==> config.mk <==
export PLATFORM = sky130hd
export DESIGN_NAME = mem_resp_merge
export DESIGN_NICKNAME = d
export VERILOG_FILES = /design/src/rtl/mem_pkg.sv /design/src/rtl/mem_resp_merge.sv
export SDC_FILE = /design/constraint.sdc
export NUM_CORES = 1
export LEC_CHECK = 0
export BUFFER_PORTS_ARGS = -buffer_cell sky130_fd_sc_hd__buf_4
export CAP_MARGIN = 10
export CORE_AREA = 3 3 171 173
export DETAILED_ROUTE_END_ITERATION = 8
export DIE_AREA = 0 0 174 176
export HOLD_SLACK_MARGIN = 0.15
export PLACE_DENSITY_LB_ADDON = 0.08
export SLEW_MARGIN = 25
export SYNTH_ARGS = -nofsm -noshare
export SYNTH_HDL_FRONTEND = slang
export SYNTH_SLANG_ARGS = --single-unit
==> constraint.sdc <==
create_clock -name clk_i -period 1.6 [get_ports clk_i]
set_input_delay 0.08 -clock clk_i [delete_from_list [all_inputs] [get_ports clk_i]]
set_output_delay 0.08 -clock clk_i [all_outputs]
set_load 0.01 [all_outputs]
==> src/rtl/mem_pkg.sv <==
package mem_pkg;

  // ------------------------------------------------------------------
  // Word and payload widths
  // ------------------------------------------------------------------
  localparam int unsigned DATA_W = 64;
  localparam int unsigned USER_W = 8;
  localparam int unsigned BYTE_W = 8;
  localparam int unsigned BE_W   = DATA_W / BYTE_W;
  localparam int unsigned ADDR_W = 32;

  // ------------------------------------------------------------------
  // Bank geometry
  // ------------------------------------------------------------------
  localparam int unsigned NUM_BANKS  = 4;
  localparam int unsigned BANK_WORDS = 256;

  // Byte offset inside a word, then bank index, then row
  localparam int unsigned OFFS_W      = $clog2(BE_W);
  localparam int unsigned BANK_SEL_W  = $clog2(NUM_BANKS);
  localparam int unsigned BANK_ADDR_W = $clog2(BANK_WORDS);

  // ------------------------------------------------------------------
  // Shared types
  // ------------------------------------------------------------------
  typedef logic [DATA_W-1:0]      data_t;
  typedef logic [USER_W-1:0]      user_t;
  typedef logic [BE_W-1:0]        be_t;
  typedef logic [ADDR_W-1:0]      addr_t;
  typedef logic [BANK_SEL_W-1:0]  bank_idx_t;
  typedef logic [BANK_ADDR_W-1:0] bank_addr_t;

endpackage

==> src/rtl/mem_resp_merge.sv <==
`timescale 1ns/1ns

module mem_resp_merge import mem_pkg::*; (
  input  logic                  clk_i,
  input  logic                  rst_i,
  input  logic                  rd_valid_i,
  input  bank_idx_t             rd_bank_i,
  input  data_t [NUM_BANKS-1:0] bank_rdata_i,
  input  user_t [NUM_BANKS-1:0] bank_ruser_i,
  input  logic                  ext_rvalid_i,
  input  data_t                 ext_rdata_i,
  input  user_t                 ext_ruser_i,
  output logic                  rvalid_o,
  output data_t                 rdata_o,
  output user_t                 ruser_o
);

  logic  int_valid_q;
  data_t int_rdata_q;
  user_t int_ruser_q;

  // ------------------------------------------------------------------
  // Internal response register
  // ------------------------------------------------------------------
  always_ff @(posedge clk_i) begin
    if (rst_i) begin
      int_valid_q <= 1'b0;
    end else begin
      int_valid_q <= rd_valid_i;
    end
  end

  // Pick the bank named by the tracked read
  always_ff @(posedge clk_i) begin
    if (rd_valid_i) begin
      int_rdata_q <= bank_rdata_i[rd_bank_i];
      int_ruser_q <= bank_ruser_i[rd_bank_i];
    end
  end

  // ------------------------------------------------------------------
  // Output merge
  // ------------------------------------------------------------------
  // Internal and external responses never overlap, internal wins anyway
  always_comb begin
    if (int_valid_q) begin
      rvalid_o = 1'b1;
      rdata_o  = int_rdata_q;
      ruser_o  = int_ruser_q;
    end else begin
      rvalid_o = ext_rvalid_i;
      rdata_o  = ext_rdata_i;
      ruser_o  = ext_ruser_i;
    end
  end

endmodule

==> metrics.txt, run 1 <==
IO Pins=439; Yosys reg bits=73; post-synthesis simple-gate area fraction=0.257%; root buf cell=clkbuf_16; Post-Synthesis Cells=243; Seq/Total Area, Yosys=about 45%; dpl hpwl=17,800 um; row count=61; xor and xnor area share after synthesis=0%; setup bufs post-CTS=0; Post-Synth Adder-Cell Area=0%; Die Ht=176 um; IO buf count=438; Initial Util=17.5%; post-CTS resize count=2; Stopped at=4_1_cts; syn_nets=609; largest cells by area after synthesis=edfxtp_1 (44%), mux4_2 (32%), mux2_2 (17%); Yosys top cell area share=44.4%; Avg Inst Size Synth=20.0 sq um; mux cell area share after synthesis=50.2%; Ys Warns=0; Netlist cell types=11; post-synth top area cell=edfxtp_1; hold buffer count at CTS=213; # clock sinks=73; H-tree levels=3; die width=174 um; routability cong.=around 0.75; error message=[ERROR RSZ-0060] Max buffer count reached.; clock buffer count from CTS=9; Synth Area in Compound Gates=0%; status=aborted with a tool error; Max clock buf depth=2; Post-Syn Area=0.00486 sq mm; pre-CTS setup slack=0.186 ns; largest family of logic cells by synthesized area=multiplexers
[cells in the mapped netlist]
cell type / instances
buf_6: 1
edfxtp_1: 72
buf_12: 7
nor2b_1: 1
or2_2: 1
buf_2: 15
mux2_2: 72
mux4_2: 70
mux4_1: 2
clkbuf_1: 1
dfxtp_1: 1
[through the flow]
step	instances	hold slack [ns]	instance area, sq um	utilization [%]
detailed placement	1045	0.232	8590	30.9
global placement	1045	0.236	8590	30.9
floorplan	243	0.152	4860	-
[cells by family after synthesis]
kind of cell / count (synthesis)
multiplexers: 144
flip-flops: 73
buffers and inverters: 24
AND/OR/NAND/NOR: 2
==> run 2: changes to the inputs <==
--- a/config.mk
+++ b/config.mk
@@ -10,8 +10,7 @@
 export CORE_AREA = 3 3 171 173
 export DETAILED_ROUTE_END_ITERATION = 8
 export DIE_AREA = 0 0 174 176
-export HOLD_SLACK_MARGIN = 0.15
-export PLACE_DENSITY_LB_ADDON = 0.08
+export PLACE_DENSITY_LB_ADDON = 0.15
 export SLEW_MARGIN = 25
 export SYNTH_ARGS = -nofsm -noshare
 export SYNTH_HDL_FRONTEND = slang
==> run 2 against run 1 <==
Synthesized area stayed put. Synthesized cell count stayed put. The run now ends clean.
==> metrics.txt, run 2 <==
status=finished clean (was aborted with a tool error); hold wc startpoint=bank_rdata_i[255]; vias=4,372; Finish-stage setup viols=0; Max stage delay on crit path=0.38 ns; ratio of cells with drive above 1 in the final layout=about nine tenths; clock buffer count from CTS=9 (unchanged); Avg Inst Size Synth=20.0 sq um (unchanged); Die Ht=176 um (unchanged); Yosys reg bits=73 (unchanged); Startpoint Class=register; WL final=20,700 um; dpl hpwl=16,700 um (was 17,800 um); die width=174 um (unchanged); crit path DAT=1.51 ns; routability cong.=0.787 (was 0.748); root buf cell=clkbuf_16 (unchanged); Max clock buf depth=2 (unchanged); Post-Syn Area=0.00486 sq mm (unchanged); slowest CP cell=dfxtp_4; # DRC=0; IO buf count=438 (unchanged); Post-synth top cells=edfxtp_1 (72), mux2_2 (72), mux4_2 (70), buf_2 (15), buf_12 (7) (unchanged); Initial Util=17.5% (unchanged); DRT Pass-1 Iters=4; Final Instance Area=0.00890 sq mm; P per Cell Area=722 mW/mm^2; H-tree levels=3 (unchanged); Post-Synthesis Cells=243 (unchanged); antenna violations before repair=0; Worst Path Required=about 1.5 ns; Primary FF master, synth=edfxtp_1 (unchanged); Hold Path End=int_rdata_q[63]; Largest register FFs=64; gr ovfl total=0; # clock sinks=73 (unchanged); final worst-path cycle share=99.6%; RSZ-0062 raised after global routing=yes; element type at the critical path end=output port; # diodes=0; syn_nets=609 (unchanged); final worst slack=0.00677 ns; Placed Cells=1,044 (was 1,045); post-route antenna net violation count=0; CP max FO=39; Leak=between 3 and 4 nW; area growth from synthesis to layout=83.0%; Vias/cell=4.12; Peak Freq=approximately 630 MHz; Hold Path Depth=2; detailed router's first-iteration violation count=between 150 and 200; total track usage=13.0%; Avg WL per Cell=19.5 um; CTS tree=done; most common cell after layout, fill and taps aside=buf_4; Yosys top cell area share=44.4% (unchanged); Final min period=approximately 1.6 ns; Ys Warns=0 (unchanged); Util after Layout=around a third; Async SR Flop Fraction=0% (unchanged); slew of the pin with the lowest slew margin=approximately 0.47 ns; core box area=between 0.02 and 0.03 sq mm; final hold slack=0.118 ns; Seq/Total Area, Yosys=44.9% (unchanged); Fin. Hold Viols=0; row count=61 (unchanged); largest registers=int_rdata_q: 64 flops, int_ruser_q: 8 flops, int_valid_q: 1 flops; largest net degree at the start of global routing=74; Netlist cell types=11 (unchanged); CP Class=register to output port; IO Pins=439 (unchanged); Post-Layout Cell Count=roughly 1,100; Reg with most FFs=int_rdata_q; Post-synth EDFFs=72 (unchanged); vias in the first global route=5,056; Clock Pin Slew Worst Setup and Hold Paths=around 0.06 ns; Slew headroom=68.5%; # fillers=2,812; commonest cells after routing, fill and taps aside=buf_4 (439), edfxtp_1 (72), mux2_2 (71); crit-path cells=buf_16 > mux2_2 > buf_4; Die ar.=0.0306 sq mm; pre-CTS setup slack=0.169 ns (was 0.186 ns); largest cells by area after synthesis=edfxtp_1 (44%), mux4_2 (32%), mux2_2 (17%) (unchanged); area after detailed placement=0.00857 sq mm (was 0.00859 sq mm); Tightest Hold Check Type=input port to register; global-route wire length before repair=30,200 um; setup bufs post-CTS=0 (unchanged); Final Net Count=1,044; Max Slew Vio Count=0; highest ir drop seen on vdd=approximately 420 uV; post-synth top area cell=edfxtp_1 (unchanged); maxcap violations=0
-- run 2: critical path: cells and delay by family (launching register included) --
kind,cells,cell delay [ns]
flip-flops,1,0.38
buffers and inverters,2,0.38
multiplexers,1,0.38
-- run 2: cells by family after synthesis --
logic type	count (synthesis)	share of synthesized area, %
buffers and inverters	24	4.73
AND/OR/NAND/NOR	2	0.257
flip-flops	73	44.9
multiplexers	144	50.2
-- run 2: per-layer routing --
| layer | global-route usage, % | up-vias | routed length [um] |
|---|---|---|---|
| met5 | 0 | - | 0 |
| met4 | 3.12 | 0 | 219 |
| met3 | 4.82 | 12 | 2130 |
| met2 | 24.9 | 273 | 11500 |
| met1 | 13.4 | 2143 | 6910 |
| li1 | - | 1944 | - |
-- run 2: layout make-up --
cell class	instances	area [sq um]	area share (%)
Clock buffer	12	236	2.66
Tap cell	378	473	5.31
Clock inverter	4	77.6	0.871
Timing Repair Buffer	448	3470	39.0
Sequential cell	73	2190	24.6
Multi-Input combinational cell	146	2460	27.6
-- run 2: what timing repair did --
| action | CTS | global route |
|---|---|---|
| endpoints found under the hold margin | 1 | 0 |
| hold buffers | 1 | 0 |
| gates resized for setup | 1 | 1 |
| endpoints found under the setup margin | 21 | 62 |
-- run 2: how the worst max path moves through the flow --
stage / from / to / slack (ns) / depth (start not counted)
2_1_floorplan: rd_bank_i[0] / int_rdata_q[0] / 0.44 / 3
5_1_grt: int_valid_q / rdata_o[18] / -0.06 / 3
3_5_place_dp: rd_bank_i[0] / int_rdata_q[38] / 0.17 / 3
4_1_cts: int_valid_q / rdata_o[18] / -0.02 / 3
6_report: int_valid_q / rdata_o[18] / 0.007 / 3
3_3_place_gp: rd_bank_i[0] / int_rdata_q[31] / 0.20 / 3
-- run 2: report_power, final --
part | switching, mW | internal (mW) | leakage, nW
Combinational | 0.569 | 1.22 | 2.93
Clock | 0.854 | 1.38 | 0.151
Sequential | 0.0618 | 2.35 | 0.714
Total | 1.48 | 4.95 | 3.80
-- run 2: through the flow --
| stage | setup TNS (ns) | power (mW) |
|---|---|---|
| 2_1_floorplan | 0 | 3.15 |
| 3_3_place_gp | 0 | 4.23 |
| 3_5_place_dp | 0 | 4.27 |
| 4_1_cts | -0.0669 | 6.59 |
| 5_1_grt | -1.41 | 6.76 |
| 6_report | 0 | 6.43 |
Note: power is estimated with default switching activity, not from simulation.
