### config.mk
export PLATFORM = sky130hd
export DESIGN_NAME = mem_bank_decode
export DESIGN_NICKNAME = d
export VERILOG_FILES = /design/src/rtl/mem_pkg.sv /design/src/rtl/mem_bank_decode.sv
export SDC_FILE = /design/constraint.sdc
export NUM_CORES = 1
export LEC_CHECK = 0
export BUFFER_PORTS_ARGS = -buffer_cell sky130_fd_sc_hd__buf_2
export CORE_AREA = 4 4 149 151
export CTS_BUF_LIST = sky130_fd_sc_hd__clkbuf_8 sky130_fd_sc_hd__clkbuf_16
export DETAILED_ROUTE_END_ITERATION = 8
export DIE_AREA = 0 0 153 155
export PLACE_DENSITY = 0.61
export SYNTH_ARGS = -nofsm -noshare
export SYNTH_HDL_FRONTEND = slang
export SYNTH_SLANG_ARGS = --single-unit
### constraint.sdc
create_clock -name clk_i -period 4.27 [get_ports clk_i]
set_input_delay 1.281 -clock clk_i [delete_from_list [all_inputs] [get_ports clk_i]]
set_output_delay 1.281 -clock clk_i [all_outputs]
set_load 0.01 [all_outputs]
### src/rtl/mem_pkg.sv
package mem_pkg;

  // ------------------------------------------------------------------
  // Word and payload widths
  // ------------------------------------------------------------------
  localparam int unsigned DATA_W = 64;
  localparam int unsigned USER_W = 8;
  localparam int unsigned BYTE_W = 8;
  localparam int unsigned BE_W   = DATA_W / BYTE_W;
  localparam int unsigned ADDR_W = 32;

  // ------------------------------------------------------------------
  // Bank geometry
  // ------------------------------------------------------------------
  localparam int unsigned NUM_BANKS  = 4;
  localparam int unsigned BANK_WORDS = 256;

  // Byte offset inside a word, then bank index, then row
  localparam int unsigned OFFS_W      = $clog2(BE_W);
  localparam int unsigned BANK_SEL_W  = $clog2(NUM_BANKS);
  localparam int unsigned BANK_ADDR_W = $clog2(BANK_WORDS);

  // ------------------------------------------------------------------
  // Shared types
  // ------------------------------------------------------------------
  typedef logic [DATA_W-1:0]      data_t;
  typedef logic [USER_W-1:0]      user_t;
  typedef logic [BE_W-1:0]        be_t;
  typedef logic [ADDR_W-1:0]      addr_t;
  typedef logic [BANK_SEL_W-1:0]  bank_idx_t;
  typedef logic [BANK_ADDR_W-1:0] bank_addr_t;

endpackage

### src/rtl/mem_bank_decode.sv
`timescale 1ns/1ns

module mem_bank_decode import mem_pkg::*; (
  input  logic                 clk_i,
  input  logic                 rst_i,
  input  logic                 req_i,
  input  logic                 we_i,
  input  addr_t                addr_i,
  input  be_t                  be_i,
  input  data_t                wdata_i,
  input  user_t                wuser_i,
  input  logic                 ext_active_i,
  output logic [NUM_BANKS-1:0] bank_sel_o,
  output logic                 bank_we_o,
  output bank_addr_t           bank_row_o,
  output data_t                data_mask_o,
  output user_t                user_mask_o,
  output data_t                wdata_o,
  output user_t                wuser_o,
  output logic                 rd_valid_o,
  output bank_idx_t            rd_bank_o,
  output logic                 ext_req_o,
  output logic                 ext_we_o,
  output addr_t                ext_addr_o,
  output be_t                  ext_be_o,
  output data_t                ext_wdata_o,
  output user_t                ext_wuser_o
);

  logic       int_req;
  bank_idx_t  req_bank;
  bank_addr_t req_row;
  data_t      req_dmask;
  user_t      req_umask;
  bank_idx_t  bank_q;

  // ------------------------------------------------------------------
  // Address split and write masks
  // ------------------------------------------------------------------
  assign int_req  = req_i & ~ext_active_i;
  assign req_bank = addr_i[OFFS_W +: BANK_SEL_W];
  // Upper address bits dropped, so the banks alias
  assign req_row  = addr_i[OFFS_W + BANK_SEL_W +: BANK_ADDR_W];

  always_comb begin
    for (int b = 0; b < BE_W; b++) begin
      req_dmask[b*BYTE_W +: BYTE_W] = {BYTE_W{be_i[b]}};
    end
  end

  // Tag only written by a full-word write
  assign req_umask = {USER_W{we_i & (&be_i)}};

  // ------------------------------------------------------------------
  // Bank request stage
  // ------------------------------------------------------------------
  always_ff @(posedge clk_i) begin
    if (rst_i) begin
      bank_sel_o <= '0;
    end else begin
      bank_sel_o <= '0;
      if (int_req) begin
        bank_sel_o[req_bank] <= 1'b1;
      end
    end
  end

  always_ff @(posedge clk_i) begin
    if (int_req) begin
      bank_we_o   <= we_i;
      bank_q      <= req_bank;
      bank_row_o  <= req_row;
      data_mask_o <= req_dmask;
      user_mask_o <= req_umask;
      wdata_o     <= wdata_i;
      wuser_o     <= wuser_i;
    end
  end

  // Read tracking, lines up with the bank output register
  always_ff @(posedge clk_i) begin
    if (rst_i) begin
      rd_valid_o <= 1'b0;
    end else begin
      rd_valid_o <= (|bank_sel_o) & ~bank_we_o;
    end
  end

  always_ff @(posedge clk_i) begin
    rd_bank_o <= bank_q;
  end

  // ------------------------------------------------------------------
  // External port, combinational pass of the request
  // ------------------------------------------------------------------
  assign ext_req_o   = req_i & ext_active_i;
  assign ext_we_o    = we_i;
  assign ext_addr_o  = addr_i;
  assign ext_be_o    = be_i;
  assign ext_wdata_o = wdata_i;
  assign ext_wuser_o = wuser_i;

endmodule

Word level (Yosys, flattened, before mapping). Cells that the tools add are included.

Input bits: 117. Output and inout port bits: 274. Flip-flop bits (word level): 148.

Muxes and demuxes: 2. Bitwise logic cells: 7. $lt $le $gt $ge: 2. Reductions and logical operators: 4.

Operators with widths (number): AND reduction 8 bit (1); AND 1 bit (4); OR reduction 4 bit (1); < comparator 2 x 3 -> 1 bit (second input constant) (1); inverter 1 bit (3); demux 1 bit (select 2 bit) (1); >= comparator 2 x 1 -> 1 bit (second input constant) (1); OR reduction 2 bit (1); logical AND 1 bit (1); 2-to-1 mux 1 bit (1).

Logic depth before layout (Yosys ltp). Gate-level depths: netlist of run 1.

Depth after elaboration: 4. Mapped depth: 2. Depth with buffers taken out: 2.

Worst setup path before layout of run 1. No wires, ideal clock.

Path type: input port to flip-flop. From: in ext_active_i. To: reg bank_q[0] (enable). Stages on the path: 1. Setup slack: 0.468 ns. Data arrival time: 3.348 ns. Library setup time: 0.454 ns. Buffers on the path: 0. Required time: 3.816 ns. Path through: and2b_1.

Word-level cells in the longest chain between the ends: 2.

RTL lines: from (decl) (line mem_bank_decode.sv:12) `input logic ext_active_i,`; inverter 1 bit (line mem_bank_decode.sv:40) `assign int_req = req_i & ~ext_active_i;`; AND 1 bit (line mem_bank_decode.sv:40); to (signal assigned) (line mem_bank_decode.sv:71) `bank_q <= req_bank;`; to (decl) (line mem_bank_decode.sv:35) `bank_idx_t bank_q;`.

No other way between the ends. A chain may end at the register's enable or synchronous reset.

Worst setup path after layout of run 1.
From: in ext_active_i. To: out ext_req_o.

Word-level cells in the longest chain between the ends: 1.

RTL lines: AND 1 bit (line mem_bank_decode.sv:96) `assign ext_req_o = req_i & ext_active_i;`; to (decl) (line mem_bank_decode.sv:22) `output logic ext_req_o,`.

No other way between the ends.

==> out/results.txt, run 1 <==
GR Overflow Total: 0
worst rel slew slack: 0.5457
DRC Markers: 0
Post-CTS Setup Bufs: 0
leakage power: 2.470 nW
Syn Nets: 407
Post-Synthesis Cells: 290
DR vias: 2581
M1 WL: 3.523 mm
Adder-Cell Fraction of Synth Area: 0
hold buffers post-CTS: 0
NetSw: 0.5783 mW
I/O Pins: 391
All-Layer GR Usage: 0.08150
CTS tree: done
pin count of the biggest net entering global routing: 52
# fillers: 2165
pre-CTS WS: 1311 ps
synthesized area per cell: 14.89 um2
Worst Max-Slew Pin Slew: 681.5 ps
core area: 20820 um2
Final setup viols: 0
simple-gate portion of the synthesized area: 0.02115
cell area after technology mapping: 4319 um2
GP Congestion: 0.7374
Worst EP required: 2990 ps
maximum VDD drop: 0.1533 mV
Switching Fraction: 0.2577
post-route setup slack: 1313 ps
complex-gate fraction of the synthesized area: 0
clock sinks: 99
Syn-to-layout area delta: 24.77%
RSZ-0062 raised after global routing: false
fin crit share: 0.6926
HPWL Detailed: 8.350 mm
Port Buffers: 346
Nets: 589
type of the most critical hold path: reg -> reg
Clock Tree Buf Depth: 2
most frequent cells in the layout: buf_2 (346), edfxtp_1 (92), clkbuf_16 (9)
Starting Density: 0.2074
metal3 WL: 1.298 mm
hold_ws: 342.4 ps
Routed Antenna Nets: 0
Reg clk slew, reported paths: 60 ps
TNS Setup: 0 ps
post-synthesis mux area share: 0
clock root buffer: clkbuf_16
H-tree Lvls: 3
CP Launch Type: input port
layout cells sized above 1: 0.7652
FP Rows: 53
vias in the first global route: 2550
Comb power frac: 0.134
register area share after synthesis: 0.6721
Seq cells post-synth: 99
global-route wire length before repair: 14.63 mm
clock latency on the worst-skew pair: 340 ps
largest family of logic cells by synthesized area: buffers and inverters
cell internal pwr: 1.666 mW
die area: 23720 um2
vias per inst: 3.432
PwrDens: 416.4 nW/um2
critical path type: in -> out
Distinct cells, synth: 14
met2 wire length: 5.338 mm
critical path arrival: 1680 ps
DR WL/cell: 13.74 um
antenna cells: 0
initial antenna violation count: 0
CP max FO: 4
max layer used: met4
Flop pwr share: 0.513
Detailed Route Iter0 Violations: 112
Pre-antenna DRT Iters: 3
xor/xnor share of the synthesized area: 0
total CTS buffers: 9
Final min period: 2957 ps
final wirelength: 10.34 mm
clock power share: 0.354
clock skew: 4.055 ps
Final Max Slew Viols: 0
Max Fclk: 338.1 MHz
YS warnings: 0
chip width: 153 um
Hold Vio Cnt, Final: 0
outcome: complete, no violations
Max Cap Viol: 0
endpoint class of the critical path: output pin
Final Util: 0.2588
die height: 155 um
most common cell after layout, fill and taps aside: buf_2
post-CTS sizing: 0
-- per-stage QoR --
| step | cell area, um2 | power (mW) | std cells |
|---|---|---|---|
| 2_1_floorplan | 4319 | 1.406 | 290 |
| 3_3_place_gp | 5096 | 1.476 | 736 |
| 3_5_place_dp | 5096 | 1.480 | 736 |
| 4_1_cts | 5389 | 2.303 | 752 |
| 5_1_grt | 5389 | 2.377 | 752 |
| 6_report | 5389 | 2.244 | 752 |
-- power by group through the flow --
| stage | clock network (mW) | registers [mW] | logic (mW) |
|---|---|---|---|
| 6_report | 0.794 | 1.15 | 0.300 |
| 4_1_cts | 0.844 | 1.15 | 0.306 |
| 2_1_floorplan | 0 | 1.21 | 0.197 |
| 5_1_grt | 0.896 | 1.16 | 0.323 |
| 3_3_place_gp | 0 | 1.17 | 0.306 |
| 3_5_place_dp | 0 | 1.17 | 0.306 |
-- layer usage --
layer / vias up / GRT usage
met1: 1182 / 0.08555
li1: 1172 / -
met4: 0 / 0.03012
met5: - / 0
met2: 214 / 0.1412
met3: 13 / 0.04089
-- flip-flops by register name, indices dropped and copies added, names as in the netlist --
signal and cells:
wdata_o 64, bank_q 2, bank_row_o 8, bank_sel_o 4, user_mask_o 1, bank_we_o 1
data_mask_o 8, rd_bank_o 2, rd_valid_o 1, wuser_o 8
-- area by class of cell --
cell class / instances / area, um2 / share of cell area
flip-flops and latches: 99 / 2903 / 0.5387
repair buffers: 347 / 1752 / 0.3251
well taps: 275 / 344.1 / 0.06385
clock buffers: 9 / 225.2 / 0.04179
multi-input cells: 14 / 93.84 / 0.01741
clock inverters: 7 / 67.56 / 0.01254
inverters: 1 / 3.754 / 0.0006965
-- kinds of logic (layout without fill, tap and decap cells) --
family        count (synthesis)  in the layout
flops                        99             99
buf+inv                     177            364
simple gates                 14             14
-- critical path: stages --
cell	delay [ps]
buf_2	120
and2_1	140
buf_2	130
-- synth_stat cells --
cell	n	area (um2)
and2_1	3	18.77
and2b_1	1	7.510
buf_4	176	1321
dfxtp_1	7	140.1
edfxtp_1	92	2763
inv_1	1	3.750
nand2_1	1	3.750
nand3_1	1	5.000
nand4_1	1	6.260
nand4bb_1	1	11.26
nor2_1	2	7.510
nor3_1	2	10.01
nor4_1	1	6.260
nor4b_2	1	15.01
-- worst paths after layout --
check	depth (start not counted)	slack, ps	end	startpoint
worst max-delay path	3	1310	ext_req_o	ext_active_i
worst max register to register	2	3490	rd_valid_o	bank_sel_o[1]
worst min-delay path	0	340	rd_bank_o[1]	bank_q[1]
worst min register to register	0	340	rd_bank_o[1]	bank_q[1]
Power figures use the tool's default switching activity.
==> run 2, diff against run 1 <==
==> constraint.sdc (replaced) <==
create_clock -name clk_i -period 2.9 [get_ports clk_i]
set_input_delay 0.87 -clock clk_i [delete_from_list [all_inputs] [get_ports clk_i]]
set_output_delay 0.87 -clock clk_i [all_outputs]
set_load 0.01 [all_outputs]
==> run 2 against run 1 <==
Highest routed layer unchanged. First-iteration DRC count fell by 13%. Via count rose by 1.6%. Die area stayed put. Critical path type unchanged. Largest cell class unchanged. Clock power rose by 56%. Largest power group unchanged. Hold slack improved by 4.7 ps. Non-clock buffer count is the same.
==> out/results.txt, run 2 (synthesized netlist as in run 1, its figures left out) <==
Max Fclk: 469.4 MHz
reg-to-reg slack, setup: 1940 ps (was 3490 ps)
HPWL Detailed: 8.985 mm (was 8.350 mm)
clock sinks: 99 (unchanged)
leakage power: 2.475 nW (was 2.470 nW)
fin crit share: 0.7346
DRC Markers: 0 (unchanged)
Comb power frac: 0.132 (was 0.134)
Post-CTS Setup Bufs: 0 (unchanged)
Pre-antenna DRT Iters: 3 (unchanged)
post-CTS sizing: 0 (unchanged)
die height: 155 um (unchanged)
most common cell after layout, fill and taps aside: buf_2 (unchanged)
CTS tree: done (unchanged)
post-route setup slack: 769.5 ps (was 1313 ps)
total CTS buffers: 9 (unchanged)
FP Rows: 53 (unchanged)
layout cells sized above 1: 0.7631 (was 0.7652)
clock power share: 0.367 (was 0.354)
largest register by flop count: wdata_o (unchanged)
Reg clk slew, reported paths: 60 ps (about the same)
clock skew: 6.429 ps (was 4.055 ps)
core area: 20820 um2 (unchanged)
Nets: 589 (unchanged)
Setup crit start: ext_active_i (unchanged)
GR Overflow Total: 0 (unchanged)
Switching Fraction: 0.2525 (was 0.2577)
NetSw: 0.8550 mW (was 0.5783 mW)
Final Max Slew Viols: 0 (unchanged)
vias in the first global route: 2662 (was 2550)
Worst EP required: 2030 ps (was 2990 ps)
# fillers: 2136 (was 2165)
worst rel slew slack: 0.6576 (was 0.5457)
All-Layer GR Usage: 0.08827 (was 0.08150)
hold buffers post-CTS: 0 (unchanged)
Worst Max-Slew Pin Slew: 513.6 ps (was 681.5 ps)
crit path capture: ext_req_o (unchanged)
Flop pwr share: 0.500 (was 0.513)
initial antenna violation count: 1 (was 0)
GP Congestion: 0.7838 (was 0.7374)
DR WL/cell: 14.80 um (was 13.74 um)
critical path type: in -> out (unchanged)
Max Cap Viol: 0 (unchanged)
Syn-to-layout area delta: 25.12% (was 24.77%)
Worst Path Buf+Inv: 2 (unchanged)
H-tree Lvls: 3 (unchanged)
Critical Path Stages: 3 (unchanged)
Final setup viols: 0 (unchanged)
DR vias: 2623 (was 2581)
critical path arrival: 1260 ps (was 1680 ps)
global-route wire length before repair: 15.55 mm (was 14.63 mm)
maximum VDD drop: 0.2396 mV (was 0.1533 mV)
pre-CTS WS: 766.6 ps (was 1311 ps)
TNS Setup: 0 ps (unchanged)
most frequent cells in the layout: buf_2 (346), edfxtp_1 (92), clkbuf_16 (9) (unchanged)
hold_ws: 347.1 ps (was 342.4 ps)
CP max FO: 4 (unchanged)
total power: 3.387 mW (was 2.244 mW)
final wirelength: 11.14 mm (was 10.34 mm)
clock root buffer: clkbuf_16 (unchanged)
Clock Tree Buf Depth: 2 (unchanged)
outcome: complete, no violations (unchanged)
Final min period: 2130 ps
Routed Antenna Nets: 0 (unchanged)
vias per inst: 3.483 (was 3.432)
chip width: 153 um (unchanged)
cell internal pwr: 2.531 mW (was 1.666 mW)
clock latency on the worst-skew pair: 340 ps (about the same)
Largest register FFs: 64 (unchanged)
PwrDens: 626.7 nW/um2 (was 416.4 nW/um2)
CP Launch Type: input port (unchanged)
RSZ-0062 raised after global routing: false (unchanged)
Hold Vio Cnt, Final: 0 (unchanged)
I/O Pins: 391 (unchanged)
die area: 23720 um2 (unchanged)
endpoint class of the critical path: output pin (unchanged)
launch point of the worst reg-to-reg path: bank_sel_o[1] (unchanged)
critical path's largest stage delay: 140 ps (about the same)
r2r endpoint: rd_valid_o (unchanged)
cell seen most often among critical-path stages: buf_2 (unchanged)
R2R cell count: 2 (unchanged)
delay-heaviest family, CP: buffers and inverters (unchanged)
Final Util: 0.2595 (was 0.2588)
worst path cell trace: buf_2 > and2_1 > buf_2 (unchanged)
Starting Density: 0.2074 (unchanged)
pin count of the biggest net entering global routing: 93 (was 52)
type of the most critical hold path: reg -> reg (unchanged)
slowest stage cell, crit path: and2_1 (unchanged)
Detailed Route Iter0 Violations: 97 (was 112)
Port Buffers: 346 (unchanged)
-- run 2: changes by cell type in the layout (fill, tap and decap cells not counted), sizes merged --
cell / change
bufinv: +1
diode: +1
clkinv: -1
-- run 2: worst min path at each step --
stage | from | endpoint | slack (ps) | cells after the start
final | bank_q[1] | rd_bank_o[1] | 350 | 0
after global routing | bank_q[1] | rd_bank_o[1] | 360 | 0
after CTS | bank_q[1] | rd_bank_o[1] | 350 | 0
after detailed placement | bank_q[1] | rd_bank_o[1] | 340 | 0
after global placement | bank_q[1] | rd_bank_o[1] | 320 | 0
after floorplan | bank_q[0] | rd_bank_o[0] | 320 | 0
-- run 2: through the flow --
step,area (um2),std cells
finish,5404,753
global route,5404,753
CTS,5401,752
detailed placement,5096,736
global placement,5096,736
floorplan,4320,290
-- run 2: area by class of cell --
cell class / instances / area, um2 / share of cell area
repair buffers: 347 / 1752 / 0.3241
clock inverters: 7 / 80.08 / 0.01482
flip-flops and latches: 99 / 2903 / 0.5372
clock buffers: 9 / 225.2 / 0.04168
diodes: 1 / 2.502 / 0.0004631
well taps: 275 / 344.1 / 0.06367
multi-input cells: 14 / 93.84 / 0.01737
inverters: 1 / 3.754 / 0.0006946
-- run 2: power by group through the flow --
stage / Clock (mW) / Sequential (mW) / Combinational, mW
5_1_grt: 1.38 / 1.71 / 0.483
3_3_place_gp: 0 / 1.73 / 0.458
3_5_place_dp: 0 / 1.73 / 0.458
2_1_floorplan: 0 / 1.78 / 0.290
4_1_cts: 1.32 / 1.70 / 0.459
6_report: 1.24 / 1.69 / 0.447
-- run 2: metal layers --
layer	part of all wire	global-route usage	wire length (um)	vias to the layer above
met3	0.14	0.05035	1582	17
li1	-	-	-	1171
met1	0.32	0.08563	3583	1202
met2	0.50	0.1526	5621	233
met5	0	0	0	-
met4	0.032	0.04115	354	0
